$ cat src/logic/subsys_cfg.svh
`ifndef SUBSYS_CFG_SVH
`define SUBSYS_CFG_SVH

// ram depth in 32-bit words
`define SUBSYS_RAM_WORDS 1024

// peripheral window, 4 KiB starting at the base
`define SUBSYS_PERIPH_BASE 32'h1000_0000
`define SUBSYS_PERIPH_SPAN 32'h0000_1000

// register byte offsets inside the peripheral window
`define SUBSYS_STDOUT_OFS    12'h000
`define SUBSYS_EXIT_OFS      12'h004
`define SUBSYS_TIMER_CMP_OFS 12'h008

`endif

$ cat src/logic/bus_pkg.sv
package bus_pkg;

  // byte address, data word and byte lanes of the shared wishbone bus
  typedef logic [31:0] addr_t;
  typedef logic [31:0] data_t;
  typedef logic [3:0]  sel_t;

  // which port owns the shared bus
  typedef enum logic {
    MASTER_FETCH,
    MASTER_DATA
  } master_e;

  // replace the bytes of old_word whose lane is selected
  function automatic data_t byte_merge(data_t old_word, data_t new_word, sel_t sel);
    data_t merged;
    merged = old_word;
    for (int b = 0; b < 4; b++) begin
      if (sel[b]) begin
        merged[8*b +: 8] = new_word[8*b +: 8];
      end
    end
    return merged;
  endfunction

endpackage

$ cat src/logic/periph_pkg.sv
package periph_pkg;

  // target of a decoded address
  typedef enum logic [1:0] {
    REGION_RAM,
    REGION_PERIPH,
    REGION_NONE
  } region_e;

  // registers of the test peripheral
  typedef enum logic [1:0] {
    REG_STDOUT,
    REG_EXIT,
    REG_TIMER_CMP,
    REG_NONE
  } periph_reg_e;

  // free-running timer count, also the width of the compare register
  typedef logic [31:0] timer_t;

endpackage

$ cat src/logic/bus_interconnect.sv
`timescale 1ns/1ps
`include "subsys_cfg.svh"

module bus_interconnect (
  input  logic                     clk_i,
  input  logic                     reset_i,
  input  logic                     fetch_cyc_i,
  input  logic                     fetch_stb_i,
  input  bus_pkg::addr_t           fetch_adr_i,
  output bus_pkg::data_t           fetch_dat_o,
  output logic                     fetch_ack_o,
  input  logic                     data_cyc_i,
  input  logic                     data_stb_i,
  input  logic                     data_we_i,
  input  bus_pkg::addr_t           data_adr_i,
  input  bus_pkg::data_t           data_dat_i,
  input  bus_pkg::sel_t            data_sel_i,
  output bus_pkg::data_t           data_dat_o,
  output logic                     data_ack_o,
  output logic                     ram_stb_o,
  output logic                     ram_we_o,
  output bus_pkg::addr_t           ram_adr_o,
  output bus_pkg::data_t           ram_dat_o,
  output bus_pkg::sel_t            ram_sel_o,
  input  bus_pkg::data_t           ram_dat_i,
  input  logic                     ram_ack_i,
  output logic                     per_stb_o,
  output logic                     per_we_o,
  output bus_pkg::addr_t           per_adr_o,
  output bus_pkg::data_t           per_dat_o,
  output bus_pkg::sel_t            per_sel_o,
  input  bus_pkg::data_t           per_dat_i,
  input  logic                     per_ack_i
);

  logic                busy_q;
  bus_pkg::master_e    grant_q;
  bus_pkg::master_e    last_q;
  bus_pkg::master_e    next_grant;
  logic                none_ack_q;
  logic                fetch_req;
  logic                data_req;
  logic                req_stb;
  logic                req_we;
  bus_pkg::addr_t      req_adr;
  bus_pkg::data_t      req_dat;
  bus_pkg::sel_t       req_sel;
  periph_pkg::region_e region;
  logic                slave_ack;
  bus_pkg::data_t      slave_dat;

  assign fetch_req = fetch_cyc_i & fetch_stb_i;
  assign data_req  = data_cyc_i & data_stb_i;

  // round robin, the port not served last wins a tie
  always_comb begin
    if (fetch_req && data_req) begin
      next_grant = (last_q == bus_pkg::MASTER_FETCH) ? bus_pkg::MASTER_DATA
                                                     : bus_pkg::MASTER_FETCH;
    end else if (fetch_req) begin
      next_grant = bus_pkg::MASTER_FETCH;
    end else begin
      next_grant = bus_pkg::MASTER_DATA;
    end
  end

  always_ff @(posedge clk_i) begin
    if (reset_i) begin
      busy_q  <= 1'b0;
      grant_q <= bus_pkg::MASTER_FETCH;
      last_q  <= bus_pkg::MASTER_DATA;
    end else if (!busy_q) begin
      if (fetch_req || data_req) begin
        busy_q  <= 1'b1;
        grant_q <= next_grant;
      end
    end else if (slave_ack) begin
      // one idle cycle follows so the finished port can drop its strobe
      busy_q <= 1'b0;
      last_q <= grant_q;
    end
  end

  // request of the granted port, fetch reads use all byte lanes
  always_comb begin
    if (grant_q == bus_pkg::MASTER_FETCH) begin
      req_stb = fetch_req;
      req_we  = 1'b0;
      req_adr = fetch_adr_i;
      req_dat = '0;
      req_sel = '1;
    end else begin
      req_stb = data_req;
      req_we  = data_we_i;
      req_adr = data_adr_i;
      req_dat = data_dat_i;
      req_sel = data_sel_i;
    end
  end

  always_comb begin
    if (req_adr < 32'(`SUBSYS_RAM_WORDS * 4)) begin
      region = periph_pkg::REGION_RAM;
    end else if (req_adr >= `SUBSYS_PERIPH_BASE &&
                 req_adr < `SUBSYS_PERIPH_BASE + `SUBSYS_PERIPH_SPAN) begin
      region = periph_pkg::REGION_PERIPH;
    end else begin
      region = periph_pkg::REGION_NONE;
    end
  end

  assign ram_stb_o = busy_q & req_stb & (region == periph_pkg::REGION_RAM);
  assign ram_we_o  = req_we;
  assign ram_adr_o = req_adr;
  assign ram_dat_o = req_dat;
  assign ram_sel_o = req_sel;
  assign per_stb_o = busy_q & req_stb & (region == periph_pkg::REGION_PERIPH);
  assign per_we_o  = req_we;
  assign per_adr_o = req_adr;
  assign per_dat_o = req_dat;
  assign per_sel_o = req_sel;

  // unmapped accesses complete here with the same one-cycle latency
  always_ff @(posedge clk_i) begin
    if (reset_i) begin
      none_ack_q <= 1'b0;
    end else begin
      none_ack_q <= busy_q & req_stb & (region == periph_pkg::REGION_NONE) & ~none_ack_q;
    end
  end

  always_comb begin
    case (region)
      periph_pkg::REGION_RAM: begin
        slave_ack = ram_ack_i;
        slave_dat = ram_dat_i;
      end
      periph_pkg::REGION_PERIPH: begin
        slave_ack = per_ack_i;
        slave_dat = per_dat_i;
      end
      default: begin
        slave_ack = none_ack_q;
        slave_dat = '0;
      end
    endcase
  end

  assign fetch_ack_o = busy_q & slave_ack & (grant_q == bus_pkg::MASTER_FETCH);
  assign data_ack_o  = busy_q & slave_ack & (grant_q == bus_pkg::MASTER_DATA);
  assign fetch_dat_o = (busy_q && grant_q == bus_pkg::MASTER_FETCH) ? slave_dat : '0;
  assign data_dat_o  = (busy_q && grant_q == bus_pkg::MASTER_DATA) ? slave_dat : '0;

  // the granted port keeps its request up until the slave acks
  granted_req_held_a: assert property (@(posedge clk_i) disable iff (reset_i)
    (busy_q && !slave_ack) |-> req_stb);

  fetch_ack_cyc_a: assert property (@(posedge clk_i) disable iff (reset_i)
    fetch_ack_o |-> fetch_cyc_i);

  data_ack_cyc_a: assert property (@(posedge clk_i) disable iff (reset_i)
    data_ack_o |-> data_cyc_i);

endmodule

$ cat config.mk
export PLATFORM = sky130hd
export DESIGN_NAME = bus_interconnect
export DESIGN_NICKNAME = d
export VERILOG_FILES = /design/src/logic/bus_pkg.sv /design/src/logic/periph_pkg.sv /design/src/logic/bus_interconnect.sv
export VERILOG_INCLUDE_DIRS = /design/src /design/src/logic
export SDC_FILE = /design/constraint.sdc
export NUM_CORES = 1
export LEC_CHECK = 0
export BUFFER_PORTS_ARGS = -buffer_cell sky130_fd_sc_hd__clkbuf_2
export CORE_AREA = 2 2 145 147
export CTS_CLUSTER_DIAMETER = 60
export DETAILED_ROUTE_END_ITERATION = 8
export DIE_AREA = 0 0 147 149
export PLACE_DENSITY_LB_ADDON = 0.3
export SKIP_LAST_GASP = 1
export SYNTH_ARGS = -nofsm -noshare
export SYNTH_HDL_FRONTEND = slang
export SYNTH_SLANG_ARGS = --single-unit
$ cat constraint.sdc
create_clock -name clk_i -period 1.6 [get_ports clk_i]
set_input_delay 0.16 -clock clk_i [delete_from_list [all_inputs] [get_ports clk_i]]
set_output_delay 0.16 -clock clk_i [all_outputs]
set_load 0.02 [all_outputs]
After elaboration in Yosys (flattened, before gate mapping)
Index checks and enable logic that the tools add are counted.
{ "classes": {"add_sub_neg": 0, "n_reduce_logical": 8, "n_shift": 0, "order_cmp": 3, "mul": 0, "bitwise": 13, "n_eq_ne": 2, "mux": 17, "div": 0} }
{ "op_table": {"columns": ["cell", "count"], "rows": [
  ["32-bit 2-to-1 mux", 4],
  ["32-bit case mux with 2 select lines", 1],
  ["32-bit by 29-bit greater-or-equal comparator with 1-bit output (second input constant)", 1],
  ["32-bit by 13-bit < comparator with 1-bit output (second input constant)", 1],
  ["32-bit by 29-bit < comparator with 1-bit output (second input constant)", 1],
  ["1-bit AND", 10],
  ["1-bit 2-to-1 mux", 8],
  ["1-bit logical AND", 4],
  ["2-bit 2-to-1 mux", 2],
  ["4-bit 2-to-1 mux", 1],
  ["2-bit AND reduction", 2],
  ["1-bit NOT", 3],
  ["2-bit by 1-bit equality test with 1-bit output (second input constant)", 1],
  ["2-bit equality test (second input constant)", 1],
  ["2-bit zero test", 1],
  ["1-bit case mux with 2 select lines", 1],
  ["1-bit logical OR", 1]
]} }
{ "word_totals": {"wordCells": 47, "ram_bits": 0, "latch_bits": 0, "mem_count": 0, "reg_bits": 4, "output_inout_bits": 206, "inputBits": 173, "rom_bits": 0} }

Longest topological paths before layout
{ "depth": {"depth_word": 9, "depth_mapped": 7, "depth_no_buf": 5} }

Worst setup path before layout
No wires, ideal clock.
{ "synth_timing": {"path_type": "register -> output", "startpoint": "reg grant_q", "endpoint": "out data_ack_o", "n_path_buf": 1, "t_required_ns": 1.440, "t_arrival_ns": 1.700, "setup_slack_ns": -0.260, "stages_incl_launch_ff": 7, "path_cell_list": "dfxtp_1 buf_4 nor4_1 nand3_1 a22oi_2 mux2_4 nor2b_1"} }
{ "synth_between": {"elab_chain_len": 9, "word_cells_on_any_way": 12, "cone_classes": "3 x order compare; 1 x eq/ne; 4 x mux; 2 x bitwise; 2 x reduce/logical"} }
{ "synth_lines": {"columns": ["element", "line_no", "source"], "rows": [
  ["start, declared", "bus_interconnect.sv:37", "bus_pkg::master_e grant_q;"],
  ["start signal, assigned", "bus_interconnect.sv:70", "grant_q <= bus_pkg::MASTER_FETCH;"],
  ["start signal, assigned", "bus_interconnect.sv:75", "grant_q <= next_grant;"],
  ["32-bit 2-to-1 mux", "bus_interconnect.sv:86", "if (grant_q == bus_pkg::MASTER_FETCH) begin"],
  ["32-bit by 29-bit greater-or-equal comparator with 1-bit output (no source line) / 32-bit by 29-bit < comparator with 1-bit output (equally long branches)", null, null],
  ["1-bit logical AND (no source line)", null, null],
  ["2-bit 2-to-1 mux", "bus_interconnect.sv:104", "end else if (req_adr >= `SUBSYS_PERIPH_BASE &&"],
  ["2-bit 2-to-1 mux", "bus_interconnect.sv:102", "if (req_adr < 32'(`SUBSYS_RAM_WORDS * 4)) begin"],
  ["2-bit by 1-bit equality test with 1-bit output / 2-bit zero test (equally long branches)", "bus_interconnect.sv:133", "case (region)"],
  ["1-bit case mux with 2 select lines", "bus_interconnect.sv:133", null],
  ["1-bit AND", "bus_interconnect.sv:150", "assign data_ack_o = busy_q & slave_ack & (grant_q == bus_pkg::MASTER_DATA);"],
  ["1-bit AND *", "bus_interconnect.sv:150", null],
  ["end, declared", "bus_interconnect.sv:19", "output logic data_ack_o,"]
]} }
Every way passes the cells marked *; elsewhere a longest branch is shown, timed or not.

Worst setup path after layout
{ "layout_timing": {"startpoint": "reg grant_q", "endpoint": "out data_dat_o[30]"} }
{ "layout_between": {"elab_chain_len": 8, "word_cells_on_any_way": 12, "cone_classes": "3 x order compare; 1 x eq/ne; 5 x mux; 3 x reduce/logical"} }
{ "layout_lines": {"columns": ["element", "line_no", "source"], "rows": [
  ["32-bit 2-to-1 mux", "bus_interconnect.sv:86", null],
  ["32-bit by 29-bit greater-or-equal comparator with 1-bit output (no source line) / 32-bit by 29-bit < comparator with 1-bit output (equally long branches)", null, null],
  ["1-bit logical AND (no source line)", null, null],
  ["2-bit 2-to-1 mux", "bus_interconnect.sv:104", null],
  ["2-bit 2-to-1 mux", "bus_interconnect.sv:102", null],
  ["2-bit by 1-bit equality test with 1-bit output / 2-bit zero test (equally long branches)", "bus_interconnect.sv:133", null],
  ["32-bit case mux with 2 select lines", "bus_interconnect.sv:133", null],
  ["32-bit 2-to-1 mux *", "bus_interconnect.sv:152", "assign data_dat_o = (busy_q && grant_q == bus_pkg::MASTER_DATA) ? slave_dat : '0;"],
  ["end, declared", "bus_interconnect.sv:18", "output bus_pkg::data_t data_dat_o,"]
]} }
Marks and branches as above.

==> metrics.txt <==
share of synthesized registers carrying an async set or reset 0%; clk buf depth 2; Port-buffer cells 378; logic depth of the worst register-to-register path 6; number of warnings printed during yosys synthesis 0; Peak VDD IR 0.199 mV; row cnt 53; FF-to-FF Start grant_q; post-route ant nets 0; DRC viols 0; unrepaired setup endpoints after global routing yes; detail-routed via count per cell 3.70; CP Class reg -> out; part of the cycle the worst path needs 132%; Hold Violations, Final 0; worst-margin pin slew 0.374 ns; vertical die dimension 149 um; maximum fanout count along the critical path 10; end point of the critical path data_dat_o[30]; FMAX 0.473 GHz; per-cell routed wire length 14.6 um; clock sink total 4; total of flip-flops plus latches after synthesis 4; cell mode on critical path sky130_fd_sc_hd__buf_12; synthesized instance count 335; # setup viols final 152; max-capacitance violation count 0; Worst Hold Class in -> reg; count of pins on the block boundary 379; unique cell type count in the Yosys netlist 28; Mapped Nets 508; critical path endpoint category output port; final setup skew 0.00194 ns; worst path cell trace buf_12 > mux2i_4 > buf_12 > buf_4 > mux2_2 > nand2_1 > nor2_2 > clkbuf_2; number of nets in the finished design 851; sort of element at the start of the critical path flop; vias after detailed routing 3520; number of antenna violations at the first check in global routing 0; mean cell area of the mapped netlist 6.82 um^2; Total GRT Usage 10.9%; number of detailed-route iterations in the first pass 4; clock network latency to the later pin of the worst-skew pair 0.23 ns; final-layout fill cell count 2204; diodes inserted 0; CTS tree done; Leakage Power 2.83 nW; hpwl dp 11100 um; result of the run complete, but fails checks; leftover overflow at the end of global routing 0; Worst Path Arrival 1.96 ns; cell at the root of the clock tree sky130_fd_sc_hd__clkbuf_16; drt initial violations 61; part of the Yosys area used for sequential elements 3.50%; total negative setup slack -39.81 ns; Final Max Tran Viols 0; cell area after technology mapping 0.00229 mm^2; wirelength, routed 13900 um; Die Wd 147 um; headroom to the max-slew limit 74.8%; PnR worst setup slack -0.516 ns; via count of the first global-routing pass 3349; Setup crit start grant_q; summed area of non-filler cells in the final layout 0.00553 mm^2; violated checks negative setup slack; starting utilization of the core area 11.1%; maximum number of pins on one net before global-route repair 33; clock-pin slew reported for the worst setup and hold paths after clock tree synthesis 0.03 ns; Slowest cell on crit path sky130_fd_sc_hd__dfxtp_4; proportion of layout cells with a drive suffix above 1 87.1%; capture instance of the worst register-to-register path busy_q; final critical path time including I/O delays and setup 2.12 ns; # hold bufs at CTS 0; layout overhead on the synthesized area 142%; clock buffers created by TritonCTS 3; wire length of the first global-routing pass 18500 um; dominant synthesized flop cell sky130_fd_sc_hd__dfxtp_1; final standard cell utilization of the core 26.9%; area of placed instances 0.00438 mm^2; total core area 0.0206 mm^2; overall die area 0.0219 mm^2; P per Cell Area 353 mW/mm^2; DP Worst Slack -0.496 ns; worst reg2reg setup slack -0.27 ns; number of H-tree branching levels 1; delay of the slowest cell on the worst path 0.39 ns; final estimated routing congestion in global placement 0.734; number of enable-type register cells in the synthesized netlist 0; data required time at the worst endpoint 1.44 ns
worst min-delay path by stage:
| stage | from | to | slack [ns] | cells after the start |
|---|---|---|---|---|
| after floorplan | reset_i | grant_q | 0.22 | 1 |
| after global placement | none_ack_q | none_ack_q | 0.41 | 1 |
| after detailed placement | none_ack_q | none_ack_q | 0.42 | 1 |
| after CTS | reset_i | busy_q | 0.19 | 2 |
| after global routing | reset_i | busy_q | 0.21 | 2 |
| final | reset_i | busy_q | 0.19 | 2 |
logic make-up after synthesis:
kind of cell	Yosys count	share of synthesized area, %
AND/OR/NAND/NOR	167	34.4
flip-flops	4	3.50
multiplexers	67	33.6
AO/OA/AOI/OAI	5	1.59
buffers and inverters	92	26.9
where the power goes:
group,total [mW],switching (mW),internal (mW)
logic,1.44,0.707,0.730
clock network,0.397,0.0768,0.320
registers,0.114,0.00921,0.105
total,1.95,0.793,1.15
critical path: cells and delay by family, from the launching register on:
family	cells	cell delay, ns
buffers and inverters	4	0.59
flip-flops	1	0.39
multiplexers	2	0.58
AND/OR/NAND/NOR	2	0.16
layout by cell type, fill, tap and decap left out, types with 10 or more instances in the layout:
cell / n
sky130_fd_sc_hd__buf_12: 12
sky130_fd_sc_hd__and2_4: 24
sky130_fd_sc_hd__nand2_1: 30
sky130_fd_sc_hd__buf_6: 48
sky130_fd_sc_hd__mux2_2: 46
sky130_fd_sc_hd__clkbuf_2: 281
sky130_fd_sc_hd__mux2_4: 18
sky130_fd_sc_hd__nor2_1: 19
sky130_fd_sc_hd__buf_4: 48
sky130_fd_sc_hd__clkbuf_8: 12
sky130_fd_sc_hd__clkbuf_4: 10
sky130_fd_sc_hd__nor2_2: 43
sky130_fd_sc_hd__and2_1: 10
registers in the layout, summed over array words and instances, names as in the netlist:
signal and count:
busy_q 1, grant_q 1, last_q 1, none_ack_q 1
what timing repair did:
item / 4_1_cts / 5_1_grt
endpoints found under the setup margin: 199 / 162
pin swaps: 4 / 3
resized for setup: 80 / 229
buffers inserted: 7 / 4
gates cloned: 4 / 4
per-layer routing:
| layer | vias to the layer above | global-route usage, % | routed length [um] |
|---|---|---|---|
| li1 | 1718 | - | - |
| met1 | 1580 | 12.5 | 5130 |
| met2 | 209 | 21.8 | 7560 |
| met3 | 13 | 1.62 | 1000 |
| met4 | 0 | 1.25 | 186 |
| met5 | - | 0 | 0 |
per-stage QoR:
stage	total power, mW	hold slack, ns	instances
2_1_floorplan	0.877	0.222	335
3_3_place_gp	1.28	0.413	931
3_5_place_dp	1.28	0.419	931
4_1_cts	1.82	0.193	944
5_1_grt	2.05	0.213	951
6_report	1.95	0.187	951
cells in the mapped netlist (all sizes together) (4+ instances only):
cell type,number,area (um^2)
mux2,65,736
dfxtp,4,80.1
nand3,5,25.0
nand2b,6,37.5
buf,78,563
and2,34,213
nor2,70,263
nor4,7,43.8
clkbuf,13,48.8
nand2,36,135
area by class of cell:
type / count / area, um^2 / area share (%)
Tap cell: 275 / 344 / 6.23
Clock buffer: 3 / 75.1 / 1.36
Inverter: 1 / 3.75 / 0.0679
Timing Repair Buffer: 429 / 3060 / 55.4
Sequential cell: 4 / 83.8 / 1.52
Multi-Input combinational cell: 239 / 1960 / 35.4
Note: power is estimated with default switching activity, not from simulation.
